`config.mk`:
```
export PLATFORM = sky130hd
export DESIGN_NAME = axi_wr_bridge_top
export DESIGN_NICKNAME = d
export VERILOG_FILES = /design/src/bridge_pkg.sv /design/src/axi_wr_bridge_top.sv /design/src/axil_reg_bank.sv /design/src/axi_axil_reflect_wr.sv /design/src/id_fifo.sv /design/src/skid_buf.sv
export SDC_FILE = /design/constraint.sdc
export NUM_CORES = 1
export LEC_CHECK = 0
export BUFFER_PORTS_ARGS = -buffer_cell sky130_fd_sc_hd__buf_4
export CAP_MARGIN = 20
export CORE_MARGIN = 3
export CORE_UTILIZATION = 35
export CTS_CLUSTER_SIZE = 25
export DETAILED_ROUTE_END_ITERATION = 10
export GPL_TIMING_DRIVEN = 0
export PLACE_DENSITY_LB_ADDON = 0.1
export SLEW_MARGIN = 40
export SYNTH_ARGS = -nofsm -noshare
export SYNTH_HDL_FRONTEND = slang
export SYNTH_HIERARCHICAL = 1
export SYNTH_SLANG_ARGS = --single-unit
```
`constraint.sdc`:
```
create_clock -name clk -period 3 [get_ports clk]
set_input_delay 0.3 -clock clk [delete_from_list [all_inputs] [get_ports clk]]
set_output_delay 0.3 -clock clk [all_outputs]
set_load 0.005 [all_outputs]
```
`src/bridge_pkg.sv`:
```
`default_nettype none

package bridge_pkg;

  localparam int ADDR_W = 8;
  localparam int DATA_W = 16;
  localparam int STRB_W = DATA_W / 8;
  localparam int ID_W = 4;
  localparam int USER_W = 1;

  // Two outstanding writes
  localparam int OUTST_W = 1;
  localparam int FIFO_DEPTH = 1 << OUTST_W;

  localparam int NUM_REGS = 8;
  localparam int REG_IDX_W = 3;

  typedef logic [ADDR_W-1:0] addr_t;
  typedef logic [DATA_W-1:0] data_t;
  typedef logic [STRB_W-1:0] strb_t;
  typedef logic [ID_W-1:0] id_t;
  typedef logic [USER_W-1:0] user_t;
  typedef logic [1:0] resp_t;

  typedef struct packed {
    strb_t strb;
    data_t data;
  } wbeat_t;

  typedef struct packed {
    id_t   id;
    user_t user;
  } idtag_t;

  localparam resp_t RESP_OKAY = 2'b00;
  localparam resp_t RESP_SLVERR = 2'b10;

endpackage

`default_nettype wire
```
`src/axi_wr_bridge_top.sv`:
```
`timescale 1ns/1ps
`default_nettype none

module axi_wr_bridge_top (
  input  logic                              clk,
  input  logic                              i_arst_n,

  input  logic                              i_s_awvalid,
  input  bridge_pkg::addr_t                 i_s_awaddr,
  input  bridge_pkg::id_t                   i_s_awid,
  input  bridge_pkg::user_t                 i_s_awuser,
  output logic                              o_s_awready,
  input  logic                              i_s_wvalid,
  input  bridge_pkg::data_t                 i_s_wdata,
  input  bridge_pkg::strb_t                 i_s_wstrb,
  output logic                              o_s_wready,
  output logic                              o_s_bvalid,
  output bridge_pkg::id_t                   o_s_bid,
  output bridge_pkg::resp_t                 o_s_bresp,
  output bridge_pkg::user_t                 o_s_buser,
  input  logic                              i_s_bready,

  input  logic [bridge_pkg::REG_IDX_W-1:0]  i_peek_idx,
  output bridge_pkg::data_t                 o_peek_data
);

  import bridge_pkg::*;

  addr_t m_axil_awaddr;
  logic  m_axil_awvalid;
  logic  m_axil_awready;
  data_t m_axil_wdata;
  strb_t m_axil_wstrb;
  logic  m_axil_wvalid;
  logic  m_axil_wready;
  resp_t m_axil_bresp;
  logic  m_axil_bvalid;
  logic  m_axil_bready;

  axi_axil_reflect_wr reflect_i (
    .clk        (clk),
    .i_arst_n   (i_arst_n),
    .i_s_awvalid(i_s_awvalid),
    .i_s_awaddr (i_s_awaddr),
    .i_s_awid   (i_s_awid),
    .i_s_awuser (i_s_awuser),
    .o_s_awready(o_s_awready),
    .i_s_wvalid (i_s_wvalid),
    .i_s_wdata  (i_s_wdata),
    .i_s_wstrb  (i_s_wstrb),
    .o_s_wready (o_s_wready),
    .o_s_bvalid (o_s_bvalid),
    .o_s_bid    (o_s_bid),
    .o_s_bresp  (o_s_bresp),
    .o_s_buser  (o_s_buser),
    .i_s_bready (i_s_bready),
    .o_m_awaddr (m_axil_awaddr),
    .o_m_awvalid(m_axil_awvalid),
    .i_m_awready(m_axil_awready),
    .o_m_wdata  (m_axil_wdata),
    .o_m_wstrb  (m_axil_wstrb),
    .o_m_wvalid (m_axil_wvalid),
    .i_m_wready (m_axil_wready),
    .i_m_bresp  (m_axil_bresp),
    .i_m_bvalid (m_axil_bvalid),
    .o_m_bready (m_axil_bready)
  );

  axil_reg_bank reg_bank_i (
    .clk        (clk),
    .i_arst_n   (i_arst_n),
    .i_awaddr   (m_axil_awaddr),
    .i_awvalid  (m_axil_awvalid),
    .o_awready  (m_axil_awready),
    .i_wdata    (m_axil_wdata),
    .i_wstrb    (m_axil_wstrb),
    .i_wvalid   (m_axil_wvalid),
    .o_wready   (m_axil_wready),
    .o_bresp    (m_axil_bresp),
    .o_bvalid   (m_axil_bvalid),
    .i_bready   (m_axil_bready),
    .i_peek_idx (i_peek_idx),
    .o_peek_data(o_peek_data)
  );

endmodule

`default_nettype wire

```
`src/axil_reg_bank.sv`:
```
`timescale 1ns/1ps
`default_nettype none

module axil_reg_bank (
  input  logic                                clk,
  input  logic                                i_arst_n,

  input  bridge_pkg::addr_t                   i_awaddr,
  input  logic                                i_awvalid,
  output logic                                o_awready,
  input  bridge_pkg::data_t                   i_wdata,
  input  bridge_pkg::strb_t                   i_wstrb,
  input  logic                                i_wvalid,
  output logic                                o_wready,
  output bridge_pkg::resp_t                   o_bresp,
  output logic                                o_bvalid,
  input  logic                                i_bready,

  input  logic [bridge_pkg::REG_IDX_W-1:0]    i_peek_idx,
  output bridge_pkg::data_t                   o_peek_data
);

  import bridge_pkg::*;

  logic                 wr_accept;
  logic                 in_range;
  addr_t                word_idx;
  logic [REG_IDX_W-1:0] reg_idx;

  data_t regs [NUM_REGS];

  // AW and W are taken together, one response at a time
  assign wr_accept = i_awvalid && i_wvalid && !o_bvalid;
  assign o_awready = wr_accept;
  assign o_wready  = wr_accept;

  assign word_idx = i_awaddr >> $clog2(STRB_W);
  assign in_range = word_idx < addr_t'(NUM_REGS);
  assign reg_idx  = word_idx[REG_IDX_W-1:0];

  always_ff @(posedge clk or negedge i_arst_n) begin
    if (!i_arst_n) begin
      for (int r = 0; r < NUM_REGS; r++) begin
        regs[r] <= '0;
      end
    end else if (wr_accept && in_range) begin
      for (int b = 0; b < STRB_W; b++) begin
        if (i_wstrb[b]) begin
          regs[reg_idx][b*8 +: 8] <= i_wdata[b*8 +: 8];
        end
      end
    end
  end

  always_ff @(posedge clk or negedge i_arst_n) begin
    if (!i_arst_n) begin
      o_bvalid <= 1'b0;
    end else if (wr_accept) begin
      o_bvalid <= 1'b1;
    end else if (i_bready) begin
      o_bvalid <= 1'b0;
    end
  end

  always_ff @(posedge clk) begin
    if (wr_accept) begin
      o_bresp <= in_range ? RESP_OKAY : RESP_SLVERR;
    end
  end

  // Peek is combinational for the testbench
  assign o_peek_data = regs[i_peek_idx];

endmodule

`default_nettype wire

```
`src/axi_axil_reflect_wr.sv`:
```
`timescale 1ns/1ps
`default_nettype none

module axi_axil_reflect_wr (
  input  logic               clk,
  input  logic               i_arst_n,

  input  logic               i_s_awvalid,
  input  bridge_pkg::addr_t  i_s_awaddr,
  input  bridge_pkg::id_t    i_s_awid,
  input  bridge_pkg::user_t  i_s_awuser,
  output logic               o_s_awready,
  input  logic               i_s_wvalid,
  input  bridge_pkg::data_t  i_s_wdata,
  input  bridge_pkg::strb_t  i_s_wstrb,
  output logic               o_s_wready,
  output logic               o_s_bvalid,
  output bridge_pkg::id_t    o_s_bid,
  output bridge_pkg::resp_t  o_s_bresp,
  output bridge_pkg::user_t  o_s_buser,
  input  logic               i_s_bready,

  output bridge_pkg::addr_t  o_m_awaddr,
  output logic               o_m_awvalid,
  input  logic               i_m_awready,
  output bridge_pkg::data_t  o_m_wdata,
  output bridge_pkg::strb_t  o_m_wstrb,
  output logic               o_m_wvalid,
  input  logic               i_m_wready,
  input  bridge_pkg::resp_t  i_m_bresp,
  input  logic               i_m_bvalid,
  output logic               o_m_bready
);

  import bridge_pkg::*;

  logic   aw_sb_ready;
  logic   w_sb_ready;
  logic   tag_full;
  wbeat_t s_wbeat;
  wbeat_t m_wbeat;
  idtag_t push_tag;
  idtag_t head_tag;

  assign s_wbeat.strb  = i_s_wstrb;
  assign s_wbeat.data  = i_s_wdata;
  assign push_tag.id   = i_s_awid;
  assign push_tag.user = i_s_awuser;

  skid_buf #(.T(addr_t)) aw_sb_i (
    .clk     (clk),
    .i_arst_n(i_arst_n),
    .i_valid (i_s_awvalid && o_s_awready),
    .i_data  (i_s_awaddr),
    .o_ready (aw_sb_ready),
    .o_valid (o_m_awvalid),
    .o_data  (o_m_awaddr),
    .i_ready (i_m_awready)
  );

  skid_buf #(.T(wbeat_t)) w_sb_i (
    .clk     (clk),
    .i_arst_n(i_arst_n),
    .i_valid (i_s_wvalid && o_s_wready),
    .i_data  (s_wbeat),
    .o_ready (w_sb_ready),
    .o_valid (o_m_wvalid),
    .o_data  (m_wbeat),
    .i_ready (i_m_wready)
  );

  // AXI-Lite has no IDs, so tags wait here for their B
  id_fifo #(.T(idtag_t)) tag_fifo_i (
    .clk     (clk),
    .i_arst_n(i_arst_n),
    .i_push  (i_s_awvalid && o_s_awready),
    .i_data  (push_tag),
    .o_full  (tag_full),
    .i_pop   (i_m_bvalid && i_s_bready),
    .o_data  (head_tag),
    .o_empty ()
  );

  assign o_s_awready = aw_sb_ready && !tag_full;
  assign o_s_wready  = w_sb_ready && !tag_full;

  assign o_m_wdata = m_wbeat.data;
  assign o_m_wstrb = m_wbeat.strb;

  assign o_s_bvalid = i_m_bvalid;
  assign o_s_bresp  = i_m_bresp;
  assign o_s_bid    = head_tag.id;
  assign o_s_buser  = head_tag.user;
  assign o_m_bready = i_s_bready;

endmodule

`default_nettype wire

```
`src/id_fifo.sv`:
```
`timescale 1ns/1ps
`default_nettype none

module id_fifo #(
  parameter type T = logic [7:0]
) (
  input  logic clk,
  input  logic i_arst_n,

  input  logic i_push,
  input  T     i_data,
  output logic o_full,

  input  logic i_pop,
  output T     o_data,
  output logic o_empty
);

  import bridge_pkg::*;

  // Extra top bit tells full from empty
  logic [OUTST_W:0] wr_ptr;
  logic [OUTST_W:0] rd_ptr;
  logic             do_push;
  logic             do_pop;

  T mem [FIFO_DEPTH];

  assign o_empty = (wr_ptr == rd_ptr);
  assign o_full  = (wr_ptr[OUTST_W] != rd_ptr[OUTST_W]) &&
                   (wr_ptr[OUTST_W-1:0] == rd_ptr[OUTST_W-1:0]);

  assign do_push = i_push && !o_full;
  assign do_pop  = i_pop && !o_empty;

  always_ff @(posedge clk or negedge i_arst_n) begin
    if (!i_arst_n) begin
      wr_ptr <= '0;
      rd_ptr <= '0;
    end else begin
      if (do_push) begin
        wr_ptr <= wr_ptr + 1'b1;
      end
      if (do_pop) begin
        rd_ptr <= rd_ptr + 1'b1;
      end
    end
  end

  always_ff @(posedge clk) begin
    if (do_push) begin
      mem[wr_ptr[OUTST_W-1:0]] <= i_data;
    end
  end

  // Head visible with no read latency
  assign o_data = mem[rd_ptr[OUTST_W-1:0]];

endmodule

`default_nettype wire

```
`src/skid_buf.sv`:
```
`timescale 1ns/1ps
`default_nettype none

module skid_buf #(
  parameter type T = logic [7:0]
) (
  input  logic clk,
  input  logic i_arst_n,

  input  logic i_valid,
  input  T     i_data,
  output logic o_ready,

  output logic o_valid,
  output T     o_data,
  input  logic i_ready
);

  logic in_fire;
  logic out_open;
  logic skid_valid;
  T     skid_data;

  // Ready comes from local state only, never from i_ready
  assign o_ready  = !skid_valid;
  assign in_fire  = i_valid && o_ready;
  assign out_open = !o_valid || i_ready;

  always_ff @(posedge clk or negedge i_arst_n) begin
    if (!i_arst_n) begin
      o_valid    <= 1'b0;
      skid_valid <= 1'b0;
    end else begin
      if (out_open) begin
        // Skid entry drains first, else take the new beat
        o_valid    <= skid_valid || in_fire;
        skid_valid <= 1'b0;
      end else if (in_fire) begin
        skid_valid <= 1'b1;
      end
    end
  end

  always_ff @(posedge clk) begin
    if (out_open) begin
      if (skid_valid) begin
        o_data <= skid_data;
      end else if (in_fire) begin
        o_data <= i_data;
      end
    end else if (in_fire) begin
      // Output stalled, park the beat
      skid_data <= i_data;
    end
  end

endmodule

`default_nettype wire

```
==> results.json <==
{
  "status": "completed",
  "slew_violations": 0,
  "dr_total_vias": 4611,
  "yosysWarnings": 6,
  "leakage_nw": 4.619,
  "n_antenna_cell": 0,
  "crit_family": "buffers and inverters",
  "syn_nets": 543,
  "drc": 0,
  "synth_area_mm2": 0.008765,
  "path_cells": "nand3b_1, buf_2, inv_2, buf_4, nand2b_1, nor3b_4, buf_6, buf_6",
  "h-tree-depth": 4,
  "dpl.hpwl_mm": 13.10,
  "peakVddDrop_v": 0.0003805,
  "critical_path.startpoint_type": "flop",
  "critPathArrivalTime_ps": 2760,
  "avgSynthCellArea_um2": 17.39,
  "crit_slowest_cell": "nor3b_4",
  "gp_congestion": 0.7415,
  "clock-sinks": 198,
  "drt-wirelength-per-cell_um": 20.57,
  "crit_path_max_incr_delay_ps": 430,
  "numCtsBuffers": 17,
  "cp.required_ps": 3130,
  "slew_headroom": 0.4282,
  "drive_above_1_share": 0.5455,
  "clk_pin_slew_ps": 80,
  "hold_path_depth": 1,
  "portBuffers": 60,
  "fin_crit_sh": 0.8768,
  "vias_per_cell": 4.963,
  "critPathCaptureType": "flop",
  "synthToLayoutAreaGrowth_pct": 17.93,
  "drtPass1Iterations": 4,
  "max_slew.worst_pin.slew_ps": 857.7,
  "critPathMostFrequentCell": "buf_6",
  "finalNetCount": 631,
  "cts_setup_buffers": 0,
  "drt_iter0_drc": 182,
  "fin_crit_ps": 2630,
  "dp_worst_setup_slack_ps": 339.5,
  "antenna_violating_nets_post_route": 0,
  "setup_viol": 0,
  "die_w_um": 164.2,
  "cts_resized": 0,
  "worst-path-stages": 8,
  "clk-insertion-delay-late_ps": 420,
  "clockBufferDepth": 2,
  "skew_ps": 11.23,
  "worst-path-buf-inv": 5,
  "reg2reg_depth": 8,
  "worstPathMaxFanout": 10,
  "std_cell_rows": 57,
  "worstSetupPathType": "flop to flop",
  "start_util": 0.3583,
  "hp-class": "primary input to flop",
  "grt_first_pass_wirelength_mm": 30.08,
  "fill_cells": 2207,
  "fin_ws_ps": 369.6,
  "die_area_mm2": 0.02698,
  "finalHoldViolations": 0,
  "cap_violations": 0,
  "grt_max_degree": 81,
  "antenna_found_initial": 2,
  "instances_no_fill": 929,
  "pin_count": 65,
  "max_freq_ghz": 0.3802,
  "cts_root_buf": "clkbuf_16",
  "core_mm2": 0.02446,
  "routed_wirelength_mm": 19.11,
  "fp.dieH_um": 164.2,
  "cts_tree": "done",
  "dp_cells": 896,
  "synth_cells": 504,
  "rsz0062_at_grt": "no",
  "power_density_mw_per_mm2": 822.0,
  "grt_usage": 0.1500,
  "fin_tns_setup_ps": 0,
  "gr-total-overflow": 0,
  "grt_pass1_vias": 5128
}
## worst paths after layout
path | startpoint | endpoint | slack, ps
worst max-delay path | reg_bank_i/o_bvalid$_DFFE_PN0P_ | reflect_i/w_sb_i/skid_data[6]$_DFFE_PP_ | 370
worst min-delay path | i_s_wdata[9] | reflect_i/w_sb_i/skid_data[9]$_DFFE_PP_ | 60
worst max register to register | reg_bank_i/o_bvalid$_DFFE_PN0P_ | reflect_i/w_sb_i/skid_data[6]$_DFFE_PP_ | 370
worst min register to register | reg_bank_i/regs[99]$_DFFE_PN0P_ | reg_bank_i/regs[99]$_DFFE_PN0P_ | 490
max in group asynchronous | i_arst_n | reg_bank_i/regs[20]$_DFFE_PN0P_ | 1840
min in group asynchronous | i_arst_n | reg_bank_i/regs[42]$_DFFE_PN0P_ | 380
## report_power, final
| group | total, mW | internal (mW) | switching [mW] |
|---|---|---|---|
| clock | 2.18 | 1.17 | 1.01 |
| combinational | 2.22 | 1.16 | 1.05 |
| sequential | 4.10 | 3.61 | 0.487 |
## per-stage QoR
stage	cell area [um2]	total power, mW	util	hold WS (ps)
2_1_floorplan	8770	5.521	-	4.409
3_3_place_gp	9625	6.211	0.3935	469.2
3_5_place_dp	9758	6.421	0.3989	277.0
4_1_cts	10340	8.633	0.4225	32.32
5_1_grt	10340	8.987	0.4225	25.95
6_report	10340	8.496	0.4225	57.10
## sequential cells by signal, indices dropped and copies added (netlist names)
signal / count
reflect_i/w_sb_i/o_data: 18
reg_bank_i/o_bvalid: 1
reflect_i/tag_fifo_i/rd_ptr: 2
reflect_i/aw_sb_i/o_data: 7
reflect_i/w_sb_i/skid_data: 18
reflect_i/w_sb_i/o_valid: 1
reflect_i/w_sb_i/skid_valid: 1
reg_bank_i/regs: 128
reflect_i/aw_sb_i/skid_valid: 1
reflect_i/aw_sb_i/skid_data: 7
reflect_i/tag_fifo_i/wr_ptr: 2
reflect_i/tag_fifo_i/mem: 10
reg_bank_i/o_bresp: 1
reflect_i/aw_sb_i/o_valid: 1
## cell type report
type / instances / area, um2 / share of cell area
buffer: 22 / 140.1 / 0.01356
clock buffer: 20 / 479.2 / 0.04636
clock inverter: 12 / 88.84 / 0.008595
inverter: 6 / 22.52 / 0.002179
multi-input combinational: 278 / 3373 / 0.3264
sequential: 198 / 5260 / 0.5089
tap: 324 / 405.4 / 0.03922
timing repair buffer: 69 / 566.8 / 0.05484
## metal layers
metal | routed length, um | up-vias | share of wire | global-route usage
li1 | - | 2080 | - | -
met1 | 8627 | 2448 | 0.45 | 0.1956
met2 | 9692 | 63 | 0.51 | 0.2540
met3 | 619 | 16 | 0.032 | 0.03733
met4 | 142 | 4 | 0.0074 | 0.03230
met5 | 27 | - | 0.0014 | 0
## timing repair
action | CTS | global route
hold buffers | 1 | 0
endpoints found under the setup margin | 0 | 0
hold endpoints to repair | 57 | 0
## placed cells by master (no fill, tap or decap), types with 2 or more instances in the layout
| master | instances |
|---|---|
| edfxtp_1 | 61 |
| clkinv_4 | 4 |
| clkinv_1 | 2 |
| nand2b_1 | 8 |
| and2_1 | 2 |
| buf_4 | 68 |
| nand2_1 | 9 |
| clkbuf_2 | 4 |
| inv_1 | 4 |
| mux2_4 | 25 |
| buf_2 | 6 |
| clkinvlp_4 | 2 |
| o21ai_0 | 3 |
| dfrtp_1 | 137 |
| mux4_2 | 32 |
| nor4_4 | 9 |
| nor2_1 | 8 |
| mux2_2 | 142 |
| buf_8 | 2 |
| inv_6 | 3 |
| mux2_1 | 8 |
| and3b_1 | 2 |
| mux2i_1 | 2 |
| clkbuf_1 | 3 |
| nor2b_1 | 7 |
| buf_6 | 6 |
| nand4_1 | 7 |
| inv_2 | 2 |
| clkbuf_16 | 19 |
Power figures use the tool's default switching activity.
